==> src/logic/wbFabric_settings.svh <==
`ifndef WBFABRIC_SETTINGS_SVH
`define WBFABRIC_SETTINGS_SVH

// --------------------------------------------------
// Host bus geometry
// --------------------------------------------------
`define WB_ADR_WIDTH    12      // Word address
`define WB_DAT_WIDTH    32      // Data bus
`define WB_SEL_WIDTH    4       // One strobe per byte lane

// Region field in the word address
// 00 regs, 01 RAM1, 10 RAM2, 11 RAM3
`define WB_REGION_MSB   11
`define WB_REGION_LSB   10

// --------------------------------------------------
// Memory depths, in words
// --------------------------------------------------
`define RAM1_DEPTH      512     // 512x16
`define RAM2_DEPTH      1024    // 1024x8
`define RAM3_DEPTH      512     // 512x32

// Value returned by the ID register
`define FAB_ID_VALUE    32'hFABDEFAC

`endif

==> src/logic/wbFabricPkg.sv <==
`default_nettype none

`include "wbFabric_settings.svh"

package wbFabricPkg;

    // --------------------------------------------------
    // Address decode
    // --------------------------------------------------
    typedef enum logic [1:0]
    {
        REGION_REGS = 2'b00,    // Control registers
        REGION_RAM1 = 2'b01,    // 512x16
        REGION_RAM2 = 2'b10,    // 1024x8
        REGION_RAM3 = 2'b11     // 512x32
    } regionE;

    // Word offsets in the register region, offset 3 unmapped
    typedef enum logic [1:0]
    {
        REG_ID       = 2'd0,
        REG_SCRATCH  = 2'd1,
        REG_XFER_CNT = 2'd2
    } regOffsetE;

    // --------------------------------------------------
    // Bus bundles
    // --------------------------------------------------
    typedef struct packed
    {
        logic [`WB_ADR_WIDTH-1:0] adr;  // Word address
        logic [`WB_DAT_WIDTH-1:0] dat;  // Write data
        logic [`WB_SEL_WIDTH-1:0] sel;  // Byte strobes
        logic                     we;   // Write enable
        logic                     stb;  // Transfer strobe
    } wbReqS;

    // One-hot region selects, regs in bit 0
    typedef struct packed
    {
        logic ram3;
        logic ram2;
        logic ram1;
        logic regs;
    } cycSelS;

    typedef struct packed
    {
        logic                     ack;  // Single-cycle acknowledge
        logic [`WB_DAT_WIDTH-1:0] dat;  // Valid while ack high
    } wbRspS;

endpackage

`default_nettype wire

==> src/logic/wbFabricRegs.sv <==
`timescale 1ns/1ps
`default_nettype none

`include "wbFabric_settings.svh"

module wbFabricRegs (
    input  wire                            WBs_CLK_i,
    input  wire                            WBs_RST_i,
    input  wire wbFabricPkg::wbReqS        wbReq_i,
    input  wire wbFabricPkg::cycSelS       cycSel_i,
    input  wire                            accept_i,
    output logic [`WB_DAT_WIDTH-1:0]       regsDat_o
);

    wbFabricPkg::regOffsetE     offset;         // Low two address bits
    logic                       regWr;
    logic                       scratchWr;
    logic                       xferCntWr;
    logic [`WB_DAT_WIDTH-1:0]   scratch;
    logic [`WB_DAT_WIDTH-1:0]   xferCnt;
    logic [`WB_DAT_WIDTH-1:0]   xferCntInc;
    logic [`WB_DAT_WIDTH-1:0]   rdNxt;
    logic [`WB_DAT_WIDTH-1:0]   rdQ;

    // Upper address bits in the region alias
    assign offset = wbFabricPkg::regOffsetE'(wbReq_i.adr[1:0]);

    // --------------------------------------------------
    // Write decode
    // --------------------------------------------------
    assign regWr     = cycSel_i.regs & accept_i & wbReq_i.we;
    assign scratchWr = regWr & (offset == wbFabricPkg::REG_SCRATCH);
    assign xferCntWr = regWr & (offset == wbFabricPkg::REG_XFER_CNT);   // Any strobes

    // Scratch, byte-wise merge
    always_ff @(posedge WBs_CLK_i or posedge WBs_RST_i)
    begin
        if (WBs_RST_i)
        begin
            scratch <= '0;
        end
        else if (scratchWr)
        begin
            for (int lane = 0; lane < `WB_SEL_WIDTH; lane++)
            begin
                if (wbReq_i.sel[lane])
                begin
                    scratch[lane*8 +: 8] <= wbReq_i.dat[lane*8 +: 8];
                end
            end
        end
    end

    // --------------------------------------------------
    // Transfer counter
    // --------------------------------------------------
    // Every accepted transfer to any region counts
    assign xferCntInc = xferCnt + `WB_DAT_WIDTH'(1);

    always_ff @(posedge WBs_CLK_i or posedge WBs_RST_i)
    begin
        if (WBs_RST_i)
        begin
            xferCnt <= '0;
        end
        else if (xferCntWr)
        begin
            xferCnt <= '0;                  // Clear wins over count
        end
        else if (accept_i)
        begin
            xferCnt <= xferCntInc;
        end
    end

    // --------------------------------------------------
    // Read path
    // --------------------------------------------------
    always_comb
    begin
        case (offset)
            wbFabricPkg::REG_ID:       rdNxt = `FAB_ID_VALUE;  // Read-only
            wbFabricPkg::REG_SCRATCH:  rdNxt = scratch;
            wbFabricPkg::REG_XFER_CNT: rdNxt = xferCntInc;     // Includes this read
            default:                   rdNxt = '0;             // Offset 3
        endcase
    end

    // Captured on the accept edge, valid during ack
    always_ff @(posedge WBs_CLK_i or posedge WBs_RST_i)
    begin
        if (WBs_RST_i)
        begin
            rdQ <= '0;
        end
        else if (accept_i & cycSel_i.regs)
        begin
            rdQ <= rdNxt;
        end
    end

    assign regsDat_o = rdQ;

endmodule

`default_nettype wire

==> config.mk <==
export PLATFORM = sky130hd
export DESIGN_NAME = wbFabricRegs
export DESIGN_NICKNAME = d
export VERILOG_FILES = /design/src/logic/wbFabricPkg.sv /design/src/logic/wbFabricRegs.sv
export VERILOG_INCLUDE_DIRS = /design/src /design/src/logic
export SDC_FILE = /design/constraint.sdc
export NUM_CORES = 1
export LEC_CHECK = 0
export BUFFER_PORTS_ARGS = -buffer_cell sky130_fd_sc_hd__buf_2
export CAP_MARGIN = 20
export CORE_ASPECT_RATIO = 1.1
export CORE_MARGIN = 3
export CORE_UTILIZATION = 30
export DETAILED_ROUTE_END_ITERATION = 8
export PLACE_DENSITY = 0.47
export SLEW_MARGIN = 20
export SYNTH_ARGS = -nofsm -noshare
export SYNTH_HDL_FRONTEND = slang
export SYNTH_SLANG_ARGS = --single-unit
==> constraint.sdc <==
create_clock -name WBs_CLK_i -period 3.43 [get_ports WBs_CLK_i]
set_input_delay 0.5145 -clock WBs_CLK_i [delete_from_list [all_inputs] [get_ports WBs_CLK_i]]
set_output_delay 0.5145 -clock WBs_CLK_i [all_outputs]
set_load 0.01 [all_outputs]
==> flow_metrics.env, run 1 <==
export IMPL_pin_count=89
export IMPL_grt_usage=0.156
export IMPL_cts_max_level=3
export IMPL_worstSetupStartpointType="register"
export IMPL_crit_family="simple AND/OR/NAND/NOR gates"
export IMPL_crit_path_cell_trace="ha_1 -> nand3_1 -> nor2_2 -> buf_4 -> nand4_1 -> xnor2_1 -> a221o_1"
export IMPL_vias_per_cell=5.28
export IMPL_dpl_hpwl_mm=9.67
export IMPL_die_area_um2=17800
export IMPL_drive_gt1_frac=0.272
export IMPL_required_ns=3.67
export IMPL_holdWs_ns=0.284
export IMPL_postCtsHoldBufs=0
export IMPL_dr_pass1_iters=4
export IMPL_place_gp_congestion=0.794
export IMPL_diodes=0
export IMPL_area_delta_synth_final_pct=17.7
export IMPL_drc=0
export IMPL_r2r_start="xferCnt[0]$_DFFE_PP0P_"
export IMPL_status="complete, no violations"
export IMPL_clockRootBuffer="clkbuf_16"
export IMPL_total_power_mw=2.98
export IMPL_clkLatencyLatePin_ns=0.35
export IMPL_cts_sinks=96
export IMPL_ant_nets=0
export IMPL_finalHoldViolCount=0
export IMPL_placed_cell_area_um2=5430
export IMPL_fin_skew_ns=0.00954
export IMPL_yosysTopAreaCellShare=0.493
export IMPL_yosys_cell_types_count=52
export IMPL_antenna_found_initial=0
export IMPL_grt_start_max_net_pins=55
export IMPL_drv_cap=0
export IMPL_post_cts_buffers=0
export IMPL_die_h_um=140
export IMPL_routed_wl_mm=13.3
export IMPL_cts_tree="built"
export IMPL_synth_fp_nets=526
export IMPL_gr_total_overflow=0
export IMPL_synth_async_sr_flop_share=1.00
export IMPL_ys_warn_count=0
export IMPL_setup_tns_final_ns=0
export IMPL_fin_nets=589
export IMPL_maxSlewHeadroom=0.360
export IMPL_cts_reportedPaths_clkPinSlew_ns=0.07
export IMPL_grt_pass1_vias=3977
export IMPL_synth_area_per_cell_um2=10.4
export IMPL_r2r_setup_slack_ns=1.09
export IMPL_synth_seq_area_share=0.493
export IMPL_cts_repair_resized=0
export IMPL_cp_slowest_cell="dfrtp_1"
export IMPL_path_class="reg2reg"
export IMPL_fillers=1640
export IMPL_wl_per_cell_um=18.0
export IMPL_dieWidth_um=127
export IMPL_fin_crit_sh=0.684
export IMPL_numCtsBuffers=9
export IMPL_hold_class="in2async"
export IMPL_io_buffers=74
export IMPL_synth_edf_count=0
export IMPL_fp_row_count=48
export IMPL_total_leakage_power_nw=2.53
export IMPL_yosys_top_cells_area="dfrtp_1 49%, mux2_2 7.4%, o21ai_0 4.4%"
export IMPL_cp_end_kind="register"
export IMPL_finalSetupViolCount=0
export IMPL_grt_first_pass_wirelength_mm=21.8
export IMPL_critical_path_arrival_ns=2.58
export IMPL_worst_path_buf_inv=1
export IMPL_max_stage_delay_ns=0.45
export IMPL_vias=3889
export IMPL_dr_first_iter_drc_count=267
export IMPL_synth_seq_cells=96
export IMPL_final_max_slew_viol_count=0
export IMPL_clk_path_buf_depth=2
export IMPL_design_area_um2=5730
export IMPL_ir_worst_vdd_uv=314
export IMPL_power_density_nw_per_um2=519
export IMPL_final_util=0.363
export IMPL_synth_flop_cell="dfrtp_1"
export IMPL_synth_largest_area_cell="dfrtp_1"
export IMPL_rsz0062_at_grt="false"
export IMPL_synth_area_um2=4870
export IMPL_initial_utilization=0.308
export IMPL_finalCriticalPeriod_ns=2.34
export IMPL_regToRegEndpoint="regsDat_o[20]$_DFFE_PP0P_"
export IMPL_tightest_slew_ns=0.959
export IMPL_reg2reg_depth=7
export IMPL_worstPathMaxFanout=9
export IMPL_fmax_mhz=427
export IMPL_synthCells=468
export IMPL_core_area_um2=15800
-- where the power goes --
group	switching [mW]	internal, mW	leakage, nW
registers	0.158	1.31	1.21
logic	0.246	0.230	1.18
clock network	0.446	0.588	0.143
total	0.849	2.13	2.53
-- logic make-up after synthesis --
kind of cell | count (synthesis) | share of synthesized area
and+or+nand+nor | 152 | 0.173
DFF | 96 | 0.493
xor gates and xnor gates | 28 | 0.0504
adders and majority gates | 1 | 0.00257
muxes | 36 | 0.0822
AOI/OAI and AO/OA | 115 | 0.162
buffers and inverters | 40 | 0.0360
-- per-stage QoR --
| step | setup WS [ns] | cells |
|---|---|---|
| final | 1.09 | 736 |
| after global routing | 0.883 | 736 |
| after CTS | 1.08 | 736 |
| after detailed placement | 0.853 | 720 |
| after global placement | 0.839 | 720 |
| after floorplan | 0.410 | 468 |
-- state kept, by name, indices dropped and copies added, names as in the netlist --
name,count
scratch,32
xferCnt,32
regsDat_o,32
-- cells in the final DEF, fill, tap and decap left out, types with 13 or more instances in the layout --
master | netlist | routed
o21ai_0 | 43 | 43
dfrtp_1 | 96 | 96
a221o_1 | 13 | 13
nor3_1 | 17 | 17
mux2_2 | 32 | 32
nand2_1 | 34 | 34
xnor2_1 | 20 | 20
buf_2 | 9 | 74
nand3_1 | 16 | 16
nor2_1 | 33 | 33
-- cell type report --
type,instances,area (um2),share of cell area
sequential,96,2400,0.419
inverter,8,32.5,0.00568
clock inverter,4,51.3,0.00895
multi-input combinational,332,2290,0.400
timing repair buffer,84,458,0.0799
tap,200,250,0.0437
clock buffer,12,246,0.0430
-- worst reg2reg max path: stages, from the launching register on --
cell and delay [ns]:
dfrtp_1 0.45, ha_1 0.27, nand3_1 0.25, nor2_2 0.40
buf_4 0.24, nand4_1 0.15, xnor2_1 0.16, a221o_1 0.31
-- Yosys cell counts, types with 3 or more instances --
library cell,number
nand3_1,16
nand4_1,10
mux2_2,32
inv_1,8
o2bb2ai_1,7
nand2_1,34
o31ai_1,10
a221o_1,13
nand2_2,4
xor2_1,8
o221ai_1,3
a21oi_1,10
o21a_1,4
xnor2_1,20
and4_1,5
or3_1,6
and3_1,10
clkbuf_1,19
a31oi_1,5
a211o_1,3
a22oi_1,4
a41oi_1,3
buf_2,9
nor4_4,3
dfrtp_1,96
o21ai_0,43
nor3_1,17
mux2i_1,4
nor2_1,33
-- routing by layer --
metal | up-vias | GRT usage | part of all wire
met5 | - | 0 | 0
met2 | 104 | 0.254 | 0.48
met1 | 1924 | 0.202 | 0.44
met4 | 0 | 0.0384 | 0.017
li1 | 1847 | - | -
met3 | 14 | 0.0464 | 0.055
-- worst max-delay path by stage --
stage	startpoint	to	slack, ns	cells past startpoint
floorplan	WBs_RST_i	regsDat_o[0]$_DFFE_PP0P_	0.41	1
global placement	wbReq_i[38]	xferCnt[17]$_DFFE_PP0P_	0.84	8
detailed placement	wbReq_i[38]	xferCnt[17]$_DFFE_PP0P_	0.85	8
CTS	xferCnt[0]$_DFFE_PP0P_	regsDat_o[20]$_DFFE_PP0P_	1.08	7
global route	xferCnt[0]$_DFFE_PP0P_	regsDat_o[20]$_DFFE_PP0P_	0.88	7
finish	xferCnt[0]$_DFFE_PP0P_	regsDat_o[20]$_DFFE_PP0P_	1.09	7
No activity file was read; power rests on OpenSTA's default activity.
==> inputs of run 2 (changes only) <==
==> constraint.sdc (replaced) <==
create_clock -name WBs_CLK_i -period 2.2 [get_ports WBs_CLK_i]
set_input_delay 0.33 -clock WBs_CLK_i [delete_from_list [all_inputs] [get_ports WBs_CLK_i]]
set_output_delay 0.33 -clock WBs_CLK_i [all_outputs]
set_load 0.01 [all_outputs]
==> flow_metrics.env, run 2 (same netlist as run 1, synthesis figures left out) <==
export IMPL_vias=3938
export IMPL_fillers=1605
export IMPL_vias_per_cell=5.25
export IMPL_critical_path_arrival_ns=2.27
export IMPL_fmax_mhz=491
export IMPL_worst_path_buf_inv=0
export IMPL_post_cts_buffers=0
export IMPL_finalSetupViolCount=0
export IMPL_pin_count=89
export IMPL_p_seq_frac=0.491
export IMPL_clockRootBuffer="clkbuf_16"
export IMPL_worstPathMaxFanout=8
export IMPL_ir_worst_vdd_uv=526
export IMPL_layout_common_cells="96 x dfrtp_1, 74 x buf_2, 43 x o21ai_0"
export IMPL_fin_nets=604
export IMPL_path_class="reg2reg"
export IMPL_io_buffers=74
export IMPL_drive_gt1_frac=0.291
export IMPL_maxSlewHeadroom=0.624
export IMPL_grt_start_max_net_pins=40
export IMPL_netSwitchingPower_mw=1.31
export IMPL_total_leakage_power_nw=2.62
export IMPL_ant_nets=0
export IMPL_r2r_setup_slack_ns=0.16
export IMPL_fin_skew_ns=0.00598
export IMPL_required_ns=2.43
export IMPL_dieWidth_um=127
export IMPL_grt_pass1_vias=4100
export IMPL_dr_first_iter_drc_count=245
export IMPL_cp_slowest_cell="dfrtp_1"
export IMPL_area_delta_synth_final_pct=21.2
export IMPL_dr_pass1_iters=4
export IMPL_final_util=0.373
export IMPL_finalHoldViolCount=0
export IMPL_cts_repair_resized=0
export IMPL_setup_tns_final_ns=0
export IMPL_clkLatencyLatePin_ns=0.35
export IMPL_crit_family="simple AND/OR/NAND/NOR gates"
export IMPL_switching_share=0.283
export IMPL_cts_reportedPaths_clkPinSlew_ns=0.06
export IMPL_hold_class="in2async"
export IMPL_clk_path_buf_depth=2
export IMPL_die_area_um2=17800
export IMPL_cts_sinks=96
export IMPL_crit_path_cell_trace="and4_1 -> nand4_1 -> nor4_4 -> xor2_1 -> a221o_1"
export IMPL_gr_total_overflow=0
export IMPL_cts_tree="built"
export IMPL_finalCriticalPeriod_ns=2.04
export IMPL_max_stage_delay_ns=0.47
export IMPL_place_gp_congestion=0.793
export IMPL_rsz0062_at_grt="false"
export IMPL_intPower_mw=3.33
export IMPL_tightest_slew_ns=0.564
export IMPL_antenna_found_initial=0
export IMPL_status="complete, no violations"
export IMPL_r2r_start="xferCnt[4]$_DFFE_PP0P_"
export IMPL_routed_wl_mm=13.3
export IMPL_final_max_slew_viol_count=0
export IMPL_dpl_hpwl_mm=9.87
export IMPL_wl_per_cell_um=17.7
export IMPL_core_area_um2=15800
export IMPL_diodes=0
export IMPL_die_h_um=140
export IMPL_numCtsBuffers=9
export IMPL_power_density_nw_per_um2=787
export IMPL_fp_row_count=48
export IMPL_grt_usage=0.155
export IMPL_postCtsHoldBufs=0
export IMPL_drv_cap=0
export IMPL_fin_crit_sh=0.926
export IMPL_p_comb_frac=0.170
export IMPL_cp_end_kind="register"
export IMPL_cts_max_level=3
export IMPL_initial_utilization=0.308
export IMPL_final_common_cell="dfrtp_1"
export IMPL_drc=0
export IMPL_worstSetupStartpointType="register"
export IMPL_grt_first_pass_wirelength_mm=21.8
export IMPL_clkPwrFrac=0.339
export IMPL_multi_input_area_um2=2290
export IMPL_crit_start="xferCnt[4]$_DFFE_PP0P_"
export IMPL_seq_area_um2=2400
run 2: power by group through the flow:
stage / Sequential, mW / Clock, mW / Combinational (mW)
after floorplan: 2.27 / 0 / 0.485
after global placement: 2.30 / 0 / 0.788
after detailed placement: 2.31 / 0 / 0.806
after CTS: 2.28 / 1.63 / 0.809
after global routing: 2.32 / 1.72 / 0.888
final: 2.28 / 1.57 / 0.789
run 2: through the flow:
stage               worst slack [ns]  power (mW)  cells  hold slack (ns)  cell area (um2)
floorplan                      0.256        2.75    468            0.467             4870
global placement               0.201        3.09    735            0.404             5610
detailed placement             0.142        3.12    735            0.406             5610
CTS                            0.133        4.72    750           0.0316             5900
global route                  0.0202        4.92    750           0.0493             5900
finish                         0.163        4.64    750           0.0255             5900
run 2: path summary, 6_finish.rpt:
check                                            end  cells after the start
max                        regsDat_o[31]$_DFFE_PP0P_                      5
max in group asynchronous     xferCnt[5]$_DFFE_PP0P_                      3
min in group WBs_CLK_i       scratch[15]$_DFFE_PP0P_                      2
min reg2reg                 regsDat_o[3]$_DFFE_PP0P_                      2
min                        regsDat_o[18]$_DFFE_PP0P_                      2
max reg2reg                regsDat_o[31]$_DFFE_PP0P_                      5
run 2: cell type report:
type / instances / share of cell area
Clock buffer: 12 / 0.0418
Clock inverter: 3 / 0.00721
Inverter: 8 / 0.00573
Multi-Input combinational cell: 332 / 0.388
Sequential cell: 96 / 0.407
Tap cell: 200 / 0.0424
Timing Repair Buffer: 99 / 0.107
run 2: per-layer routing:
metal,routed length (um),global-route usage,vias to the layer above
li1,-,-,1874
met1,5750,0.192,1938
met2,6570,0.259,112
met3,764,0.0476,14
met4,231,0.0446,0
met5,0,0,-
