<file path="src/logic/wbFabric_settings.svh">
`ifndef WBFABRIC_SETTINGS_SVH
`define WBFABRIC_SETTINGS_SVH

// --------------------------------------------------
// Host bus geometry
// --------------------------------------------------
`define WB_ADR_WIDTH    12      // Word address
`define WB_DAT_WIDTH    32      // Data bus
`define WB_SEL_WIDTH    4       // One strobe per byte lane

// Region field in the word address
// 00 regs, 01 RAM1, 10 RAM2, 11 RAM3
`define WB_REGION_MSB   11
`define WB_REGION_LSB   10

// --------------------------------------------------
// Memory depths, in words
// --------------------------------------------------
`define RAM1_DEPTH      512     // 512x16
`define RAM2_DEPTH      1024    // 1024x8
`define RAM3_DEPTH      512     // 512x32

// Value returned by the ID register
`define FAB_ID_VALUE    32'hFABDEFAC

`endif

</file>
<file path="src/logic/wbFabricPkg.sv">
`default_nettype none

`include "wbFabric_settings.svh"

package wbFabricPkg;

    // --------------------------------------------------
    // Address decode
    // --------------------------------------------------
    typedef enum logic [1:0]
    {
        REGION_REGS = 2'b00,    // Control registers
        REGION_RAM1 = 2'b01,    // 512x16
        REGION_RAM2 = 2'b10,    // 1024x8
        REGION_RAM3 = 2'b11     // 512x32
    } regionE;

    // Word offsets in the register region, offset 3 unmapped
    typedef enum logic [1:0]
    {
        REG_ID       = 2'd0,
        REG_SCRATCH  = 2'd1,
        REG_XFER_CNT = 2'd2
    } regOffsetE;

    // --------------------------------------------------
    // Bus bundles
    // --------------------------------------------------
    typedef struct packed
    {
        logic [`WB_ADR_WIDTH-1:0] adr;  // Word address
        logic [`WB_DAT_WIDTH-1:0] dat;  // Write data
        logic [`WB_SEL_WIDTH-1:0] sel;  // Byte strobes
        logic                     we;   // Write enable
        logic                     stb;  // Transfer strobe
    } wbReqS;

    // One-hot region selects, regs in bit 0
    typedef struct packed
    {
        logic ram3;
        logic ram2;
        logic ram1;
        logic regs;
    } cycSelS;

    typedef struct packed
    {
        logic                     ack;  // Single-cycle acknowledge
        logic [`WB_DAT_WIDTH-1:0] dat;  // Valid while ack high
    } wbRspS;

endpackage

`default_nettype wire

</file>
<file path="src/logic/wbBusDecode.sv">
`timescale 1ns/1ps
`default_nettype none

`include "wbFabric_settings.svh"

module wbBusDecode (
    input  wire                            WBs_CLK_i,
    input  wire                            WBs_RST_i,
    input  wire wbFabricPkg::wbReqS        wbReq_i,
    input  wire [`WB_DAT_WIDTH-1:0]        regsDat_i,
    input  wire [`WB_DAT_WIDTH-1:0]        ram1Dat_i,
    input  wire [`WB_DAT_WIDTH-1:0]        ram2Dat_i,
    input  wire [`WB_DAT_WIDTH-1:0]        ram3Dat_i,
    output wbFabricPkg::cycSelS            cycSel_o,
    output logic                           accept_o,
    output wbFabricPkg::wbRspS             wbRsp_o
);

    wbFabricPkg::regionE        region;
    logic                       ackQ;
    logic [`WB_DAT_WIDTH-1:0]   rdMux;

    // --------------------------------------------------
    // Region decode
    // --------------------------------------------------
    assign region = wbFabricPkg::regionE'(wbReq_i.adr[`WB_REGION_MSB:`WB_REGION_LSB]);

    // One-hot select follows the address
    always_comb
    begin
        cycSel_o = '0;
        case (region)
            wbFabricPkg::REGION_REGS: cycSel_o.regs = 1'b1;
            wbFabricPkg::REGION_RAM1: cycSel_o.ram1 = 1'b1;
            wbFabricPkg::REGION_RAM2: cycSel_o.ram2 = 1'b1;
            wbFabricPkg::REGION_RAM3: cycSel_o.ram3 = 1'b1;
            default:                  cycSel_o      = '0;
        endcase
    end

    // --------------------------------------------------
    // Handshake
    // --------------------------------------------------
    // Own ack blocks a second accept on a held strobe
    assign accept_o = wbReq_i.stb & ~ackQ;

    always_ff @(posedge WBs_CLK_i or posedge WBs_RST_i)
    begin
        if (WBs_RST_i)
        begin
            ackQ <= 1'b0;
        end
        else
        begin
            ackQ <= accept_o;               // One cycle after strobe
        end
    end

    // --------------------------------------------------
    // Read return
    // --------------------------------------------------
    // Address is still held during ack, so it steers the mux
    always_comb
    begin
        case (region)
            wbFabricPkg::REGION_REGS: rdMux = regsDat_i;
            wbFabricPkg::REGION_RAM1: rdMux = ram1Dat_i;
            wbFabricPkg::REGION_RAM2: rdMux = ram2Dat_i;
            wbFabricPkg::REGION_RAM3: rdMux = ram3Dat_i;
            default:                  rdMux = '0;
        endcase
    end

    assign wbRsp_o.ack = ackQ;
    assign wbRsp_o.dat = rdMux;

    // --------------------------------------------------
    // Checks
    // --------------------------------------------------
    ackSinglePulse: assert property (@(posedge WBs_CLK_i) disable iff (WBs_RST_i)
        ackQ |=> !ackQ)
        else $error("Ack high in two consecutive cycles");

    // Downstream write decode depends on exclusive selects
    selOneHot: assert property (@(posedge WBs_CLK_i) disable iff (WBs_RST_i)
        wbReq_i.stb |-> $onehot(cycSel_o))
        else $error("Region select not one-hot during strobe");

endmodule

`default_nettype wire

</file>
<file path="config.mk">
export PLATFORM = sky130hd
export DESIGN_NAME = wbBusDecode
export DESIGN_NICKNAME = d
export VERILOG_FILES = /design/src/logic/wbFabricPkg.sv /design/src/logic/wbBusDecode.sv
export VERILOG_INCLUDE_DIRS = /design/src /design/src/logic
export SDC_FILE = /design/constraint.sdc
export NUM_CORES = 1
export LEC_CHECK = 0
export ABC_CLOCK_PERIOD_IN_PS = 2000
export BUFFER_PORTS_ARGS = -buffer_cell sky130_fd_sc_hd__buf_2
export CORE_AREA = 2 2 85 87
export DETAILED_ROUTE_END_ITERATION = 12
export DIE_AREA = 0 0 87 89
export PLACE_DENSITY = 0.56
export SLEW_MARGIN = 20
export SYNTH_ARGS = -nofsm -noshare
export SYNTH_HDL_FRONTEND = slang
export SYNTH_SLANG_ARGS = --single-unit
export TNS_END_PERCENT = 30
</file>
<file path="constraint.sdc">
create_clock -name WBs_CLK_i -period 2 [get_ports WBs_CLK_i]
set_input_delay 0.2 -clock WBs_CLK_i [delete_from_list [all_inputs] [get_ports WBs_CLK_i]]
set_output_delay 0.2 -clock WBs_CLK_i [all_outputs]
set_load 0.02 [all_outputs]
</file>
==> impl_metrics.ini, run 1 <==
[timing]
finalClockSkew_ns = 0
slew_headroom_pct = 84.4
fmax_mhz = 633
finalHoldWorstSlack_ns = 0.0349
hold_violations = 0
tightest_slew_ns = 0.234
rsz0062_at_grt = false
tns_ns = 0
maxSlewViolCount = 0
fin_crit_ns = 1.58
finalSetupViolations = 0
fin_crit_sh_pct = 78.9

[final_layout]
drive_gt1_share_pct = 94.8
num-fill-cells = 718
instances_no_fill = 292
reg_top3 = ackQ x1
diodes = 0
areaGrowthSynthToFinish_pct = 103
multi_input_area_um2 = 764
regMostFlops = ackQ
largest_reg_flops = 1
seqCellArea_um2 = 25.0
nNetsFinal = 394

[route]
drt_pass1_iterations = 4
vias_per_cell = 4.31
vias = 1259
route.detailed.drc = 0
drtIter0Drc = 15
routed_wl_um = 4700
ant_nets = 0
wire_per_inst_um = 16.1

[logic_synthesis]
yosysWarnings = 0
synth_cell_types = 11
postSynthAreaPerCell_um2 = 18.4
synthCells = 48
ys_ff_latch = 1
synth_fp_nets = 228
syn-cell-area_um2 = 883
yosysSeqAreaShare_pct = 2.83

[setup_path]
worstPathArrival_ns = 1.38
rr_startpoint = ackQ$_DFF_PP0_
cp.required_ns = 1.80
critical_path_class = in -> out
rr_worst_depth = 1
critPathMaxFanout = 10
start_kind = primary input
cp-end-kind = output pin
rrSetupSlack_ns = 1.40
timing.rr.end = ackQ$_DFF_PP0_

[floorplan]
coreArea_um2 = 6720
die_y_um = 89
start_util_pct = 13.1
die_width_um = 87
dieArea_um2 = 7740
io_pins = 218
rows = 30

[placed_design]
place.gp.congestion = 0.809
place_inst = 292
dpl.hpwl_um = 4400
port_buffers = 170

[global_routing]
grt_usage_pct = 10.7
overflow = 0
grt_pass1_wl_um = 6350
grt_pass1_vias = 1242
antenna_found_initial = 0
grt_max_degree = 37

[pwr]
ir_worst_vdd_mv = 0.107
powerDensity_nw_per_um2 = 274
p_leak_nw = 0.946

[status]
status = completed

[hold_path]
hold_path.class = in -> async

[clock_tree]
cts_resized = 0
clk_pin_slew_worst_paths_ns = 0
postCtsHoldBufs = 0
clkLatencyLatePin_ns = 0
cts_setup_buffers = 0

[flow_run]
drv_cap = 0
==> logic make-up after synthesis <==
logic type | synth area share [%]
mux | 83.3
buf+inv | 10.6
simple gates | 3.26
flops | 2.83
==> stage by stage <==
step	setup slack (ns)	power, mW	utilization [%]	instance area (µm²)
after floorplan	0.729	0.287	-	883
after global placement	0.405	0.495	26.7	1790
after detailed placement	0.394	0.496	26.7	1790
after CTS	0.392	0.498	26.7	1790
after global routing	0.325	0.524	26.7	1790
final	0.421	0.490	26.7	1790
==> area by class of cell <==
cell class | count | share of cell area, %
multi-input combinational | 37 | 42.7
timing repair buffer | 173 | 50.1
tap | 80 | 5.59
inverter | 1 | 0.209
sequential | 1 | 1.40
==> critical path, stage by stage <==
cell    delay, ns
buf_2        0.23
buf_4        0.24
mux4_2       0.53
buf_2        0.18
==> synthesized netlist by cell type <==
cell,instances,area (µm²)
dfrtp_1,1,25.0
buf_4,1,7.51
mux4_2,28,631
buf_6,2,22.5
inv_1,1,3.75
and2_1,1,6.26
buf_2,4,20.0
buf_12,2,40.0
mux4_1,4,105
nor2_1,1,3.75
nor2b_1,3,18.8
==> how the worst max path moves through the flow <==
stage	cells after the start	to	slack, ns	start
5_1_grt	4	wbRsp_o[25]	0.32	wbReq_i[48]
6_report	4	wbRsp_o[25]	0.42	wbReq_i[48]
2_1_floorplan	3	wbRsp_o[22]	0.73	wbReq_i[48]
3_5_place_dp	4	wbRsp_o[25]	0.39	wbReq_i[48]
3_3_place_gp	4	wbRsp_o[25]	0.41	wbReq_i[48]
4_1_cts	4	wbRsp_o[25]	0.39	wbReq_i[48]
==> where the power goes <==
| part | switching [mW] | internal (mW) | leakage (nW) |
|---|---|---|---|
| Sequential | 0.000656 | 0.0220 | 0.0125 |
| Combinational | 0.219 | 0.249 | 0.934 |
| Clock | 0 | 0 | 0 |
==> cells in the final DEF, fill, tap and decap left out <==
cell type  instances
dfrtp_1            1
buf_2            170
mux4_2            28
nor2b_1            3
inv_1              1
buf_4              1
and2_1             1
mux4_1             4
buf_12             2
nor2_1             1
==> metal layers <==
metal / vias to the layer above / global-route usage [%] / wire length [µm]
met1: 565 / 11.7 / 1660
met3: 0 / 1.94 / 666
met2: 132 / 22.3 / 2370
met4: 0 / 0 / 0
met5: - / 0 / 0
li1: 562 / - / -
No activity file was read; power rests on OpenSTA's default activity.
==> inputs of run 2 (changes only) <==
ABC_CLOCK_PERIOD_IN_PS = 1500   (was 2000)
CORE_AREA = 2 2 84 86   (was 2 2 85 87)
DIE_AREA = 0 0 86 88   (was 0 0 87 89)
PLACE_DENSITY = 0.57   (was 0.56)
clock period = 1.5 ns   (was 2 ns; I/O delays follow)
==> run 2 against run 1 <==
Clock skew unchanged. Power grew 36%. Sequential cell count unchanged. Die area fell by 2.3%. Sequential share of layout area barely moved. Routed wire length grew 8.9%. Hold slack better by 0.39 ns. Highest routed layer is now met4.
==> impl_metrics.ini, run 2 (synthesized netlist as in run 1, its figures left out) <==
[status]
status = completed

[global_routing]
grt_pass1_wl_um = 6950
grt_busiest_layer = met2
grt_usage_pct = 12.1
grtUsageMet3_pct = 1.32
antenna_found_initial = 0
overflow = 0
grt_use_met1_pct = 14.6
grt_max_degree = 27
grt.met2_usage_pct = 23.5
grt_pass1_vias = 1379

[setup_path]
cp.required_ns = 1.35
critPathMaxFanout = 20
rr_worst_depth = 1
worstPathArrival_ns = 1.29
start_kind = primary input
critical_path_class = in -> out
cp-end-kind = output pin

[floorplan]
start_util_pct = 13.3
die_y_um = 88
rows = 30
dieArea_um2 = 7570
coreArea_um2 = 6640
io_pins = 218
die_width_um = 86

[route]
routed_wl_um = 5110
vias_per_cell = 4.42
drtIter0Drc = 26
vias = 1299
drt_pass1_iterations = 4
route.detailed.drc = 0
wire_per_inst_um = 17.4
ant_nets = 0

[final_layout]
diodes = 0
layout_common_cells = 170 x buf_2, 28 x mux4_2, 4 x mux4_1
regMostFlops = ackQ
reg_top3 = ackQ x1
num-fill-cells = 687
layout_commonest_cell = buf_2
multi_input_area_um2 = 764
nNetsFinal = 396
seqCellArea_um2 = 25.0
areaGrowthSynthToFinish_pct = 105
drive_gt1_share_pct = 94.4
largest_reg_flops = 1

[timing]
finalHoldWorstSlack_ns = 0.421
slew_headroom_pct = 87.7
fin_crit_ns = 1.44
hold_violations = 0
fin_crit_sh_pct = 95.9
fmax_mhz = 695
rsz0062_at_grt = false
maxSlewViolCount = 0
tns_ns = 0
finalClockSkew_ns = 0
tightest_slew_ns = 0.184
finalSetupViolations = 0

[hold_path]
hold_path_depth = 2
hold_path.class = in -> reg

[pwr]
power_mw = 0.669
power_frac_seq_pct = 4.5
p_leak_nw = 0.957
powerDensity_nw_per_um2 = 369
internal_power_mw = 0.366
swShare_pct = 45.3
p_comb_share_pct = 95.5
power.share.clock_pct = 0
ir_worst_vdd_mv = 0.164
switchingPower_mw = 0.303

[placed_design]
port_buffers = 170
place.gp.congestion = 0.881
dpl.hpwl_um = 4850

[clock_tree]
cts_setup_buffers = 0
clk_pin_slew_worst_paths_ns = 0
clkLatencyLatePin_ns = 0

[flow_run]
drv_cap = 0
==> run 2: power by group through the flow <==
stage               sequential, mW  clock (mW)  combinational [mW]
floorplan                   0.0300           0               0.353
global placement            0.0301           0               0.640
finish                      0.0304           0               0.638
CTS                         0.0303           0               0.646
global route                0.0305           0               0.677
detailed placement          0.0303           0               0.643
==> run 2: worst max-delay path, stage by stage <==
cell	delay, ns
buf_2	0.19
buf_12	0.22
mux4_2	0.54
buf_2	0.18
==> run 2: repair_timing <==
action,CTS,global route
resized for setup,0,1
hold buffers,1,0
endpoints found under the hold margin,1,0
endpoints found under the setup margin,0,3
==> run 2: routing by layer <==
| layer | vias to the layer above | routed length (µm) |
|---|---|---|
| met1 | 593 | 2020 |
| met3 | 4 | 548 |
| met2 | 136 | 2480 |
| met4 | 0 | 64 |
| li1 | 566 | - |
| met5 | - | 0 |
==> run 2: cell type report <==
class	instances	share of cell area, %
Inverter	1	0.207
Multi-Input combinational cell	37	42.2
Sequential cell	1	1.38
Tap cell	80	5.52
Timing Repair Buffer	175	50.7
==> run 2: path summary, 6_finish.rpt <==
path / startpoint / to / slack [ns]
worst max register to register: ackQ$_DFF_PP0_ / ackQ$_DFF_PP0_ / 0.92
min in group asynchronous: WBs_RST_i / ackQ$_DFF_PP0_ / 0.54
max in group asynchronous: WBs_RST_i / ackQ$_DFF_PP0_ / 0.87
worst max-delay path: wbReq_i[48] / wbRsp_o[9] / 0.06
worst min-delay path: wbReq_i[0] / ackQ$_DFF_PP0_ / 0.42
worst min register to register: ackQ$_DFF_PP0_ / ackQ$_DFF_PP0_ / 0.44
==> run 2: stage by stage <==
step | cells | setup slack (ns) | instance area, µm² | utilization (%)
2_1_floorplan | 48 | 0.329 | 883 | -
3_3_place_gp | 293 | 0.0358 | 1800 | 27.1
3_5_place_dp | 293 | 0.0272 | 1800 | 27.1
4_1_cts | 294 | 0.0284 | 1810 | 27.2
5_1_grt | 294 | 0.00947 | 1810 | 27.3
6_report | 294 | 0.0608 | 1810 | 27.3
==> inputs of run 3 (changes only) <==
BUFFER_PORTS_ARGS = -buffer_cell sky130_fd_sc_hd__buf_4   (was -buffer_cell sky130_fd_sc_hd__buf_2)
GPL_ROUTABILITY_DRIVEN = 1   (was not set)
==> run 3 against run 2 <==
The run now ends with negative hold slack left. Critical endpoint is now wbRsp_o[15]. Sequential power about the same. Critical path depth unchanged. Die area unchanged.
==> impl_metrics.ini, run 3 (synthesized netlist as in run 1, its figures left out) <==
[status]
status = complete, but fails checks
failed_checks = negative hold slack

[final_layout]
num-fill-cells = 678
multi_input_area_um2 = 764
post-route-util_pct = 33.8
areaGrowthSynthToFinish_pct = 154
largest_reg_flops = 1
fin_area_um2 = 2240
layout_common_cells = 172 x buf_4, 28 x mux4_2, 4 x mux4_1
diodes = 0
regMostFlops = ackQ
nNetsFinal = 396
layout_commonest_cell = buf_4
instances_no_fill = 294
drive_gt1_share_pct = 94.9
reg_top3 = ackQ x1
seqCellArea_um2 = 25.0

[clock_tree]
postCtsHoldBufs = 0
cts_resized = 0
cts_setup_buffers = 0
clk_pin_slew_worst_paths_ns = 0
clkLatencyLatePin_ns = 0

[placed_design]
port_buffers = 170
place_inst = 294
placed_area_um2 = 2240
dpl.hpwl_um = 5150
place.gp.congestion = 0.825

[floorplan]
die_width_um = 86
die_y_um = 88
rows = 30
io_pins = 218
dieArea_um2 = 7570
coreArea_um2 = 6640
start_util_pct = 13.3

[pwr]
p_leak_nw = 1.11
powerDensity_nw_per_um2 = 367
ir_worst_vdd_mv = 0.188

[setup_path]
worstPathCellList = buf_4 -> buf_12 -> mux4_2 -> buf_4
cp-end-kind = output pin
cpMostUsedCell = buf_4
worstPathArrival_ns = 1.27
critical_path_class = in -> out
cp.required_ns = 1.35
critPathMaxFanout = 14
start_kind = primary input
slowest_delay_ns = 0.52
crit_slowest_cell = mux4_2

[route]
vias_per_cell = 4.37
routed_wl_um = 5470
ant_nets = 0
drt_pass1_iterations = 2
wire_per_inst_um = 18.6
route.detailed.drc = 0
vias = 1286
drtIter0Drc = 11

[timing]
fmax_mhz = 704
slew_headroom_pct = 85.4
hold_violations = 1
maxSlewViolCount = 0
tns_ns = 0
fin_crit_ns = 1.42
tightest_slew_ns = 0.219
fin_crit_sh_pct = 94.8
rsz0062_at_grt = false
finalHoldWorstSlack_ns = -0.00110
finalClockSkew_ns = 0
finalSetupViolations = 0

[hold_path]
hold_path.class = in -> async

[global_routing]
overflow = 0
grt_pass1_wl_um = 7850
grt_max_degree = 25
antenna_found_initial = 0
grt_pass1_vias = 1523
grt_usage_pct = 13.5

[flow_run]
drv_cap = 0
-- run 3: layer usage --
| layer | wire (µm) | track usage [%] |
|---|---|---|
| met2 | 2780 | 26.1 |
| met1 | 2030 | 15.8 |
| met5 | 0 | 0 |
| met3 | 659 | 3.58 |
| met4 | 0 | 0 |
-- run 3: report_power, final --
part / internal (mW) / switching (mW) / leakage, nW
registers: 0.0293 / 0.000967 / 0.0125
clock network: 0 / 0 / 0
logic: 0.488 / 0.307 / 1.09
total: 0.517 / 0.308 / 1.11
-- run 3: critical path, delay by kind of cell --
kind	cells	cell delay [ns]
multiplexers	1	0.52
buffers and inverters	3	0.59
-- run 3: cell type report --
type                       count  share of cell area [%]
inverter                       1                   0.167
multi-input combinational     37                    34.1
sequential                     1                    1.11
timing repair buffer         175                    60.2
tap                           80                    4.46
-- run 3: through the flow --
stage | power, mW | setup WS [ns] | hold slack [ns]
final | 0.825 | 0.0787 | -0.00110
after global routing | 0.873 | 0.0328 | 0.0106
after CTS | 0.837 | 0.0708 | 0.00239
after detailed placement | 0.836 | 0.0683 | 0.00239
after global placement | 0.831 | 0.0711 | -0.00254
after floorplan | 0.383 | 0.329 | -0.121
-- run 3: final timing paths --
path,to,startpoint,cells past startpoint,slack (ns)
min,ackQ$_DFF_PP0_,WBs_RST_i,2,-0.001
max reg2reg,ackQ$_DFF_PP0_,ackQ$_DFF_PP0_,1,0.89
min reg2reg,ackQ$_DFF_PP0_,ackQ$_DFF_PP0_,1,0.44
min in group WBs_CLK_i,ackQ$_DFF_PP0_,wbReq_i[0],2,0.44
max in group asynchronous,ackQ$_DFF_PP0_,WBs_RST_i,2,1.41
max,wbRsp_o[15],wbReq_i[48],4,0.08
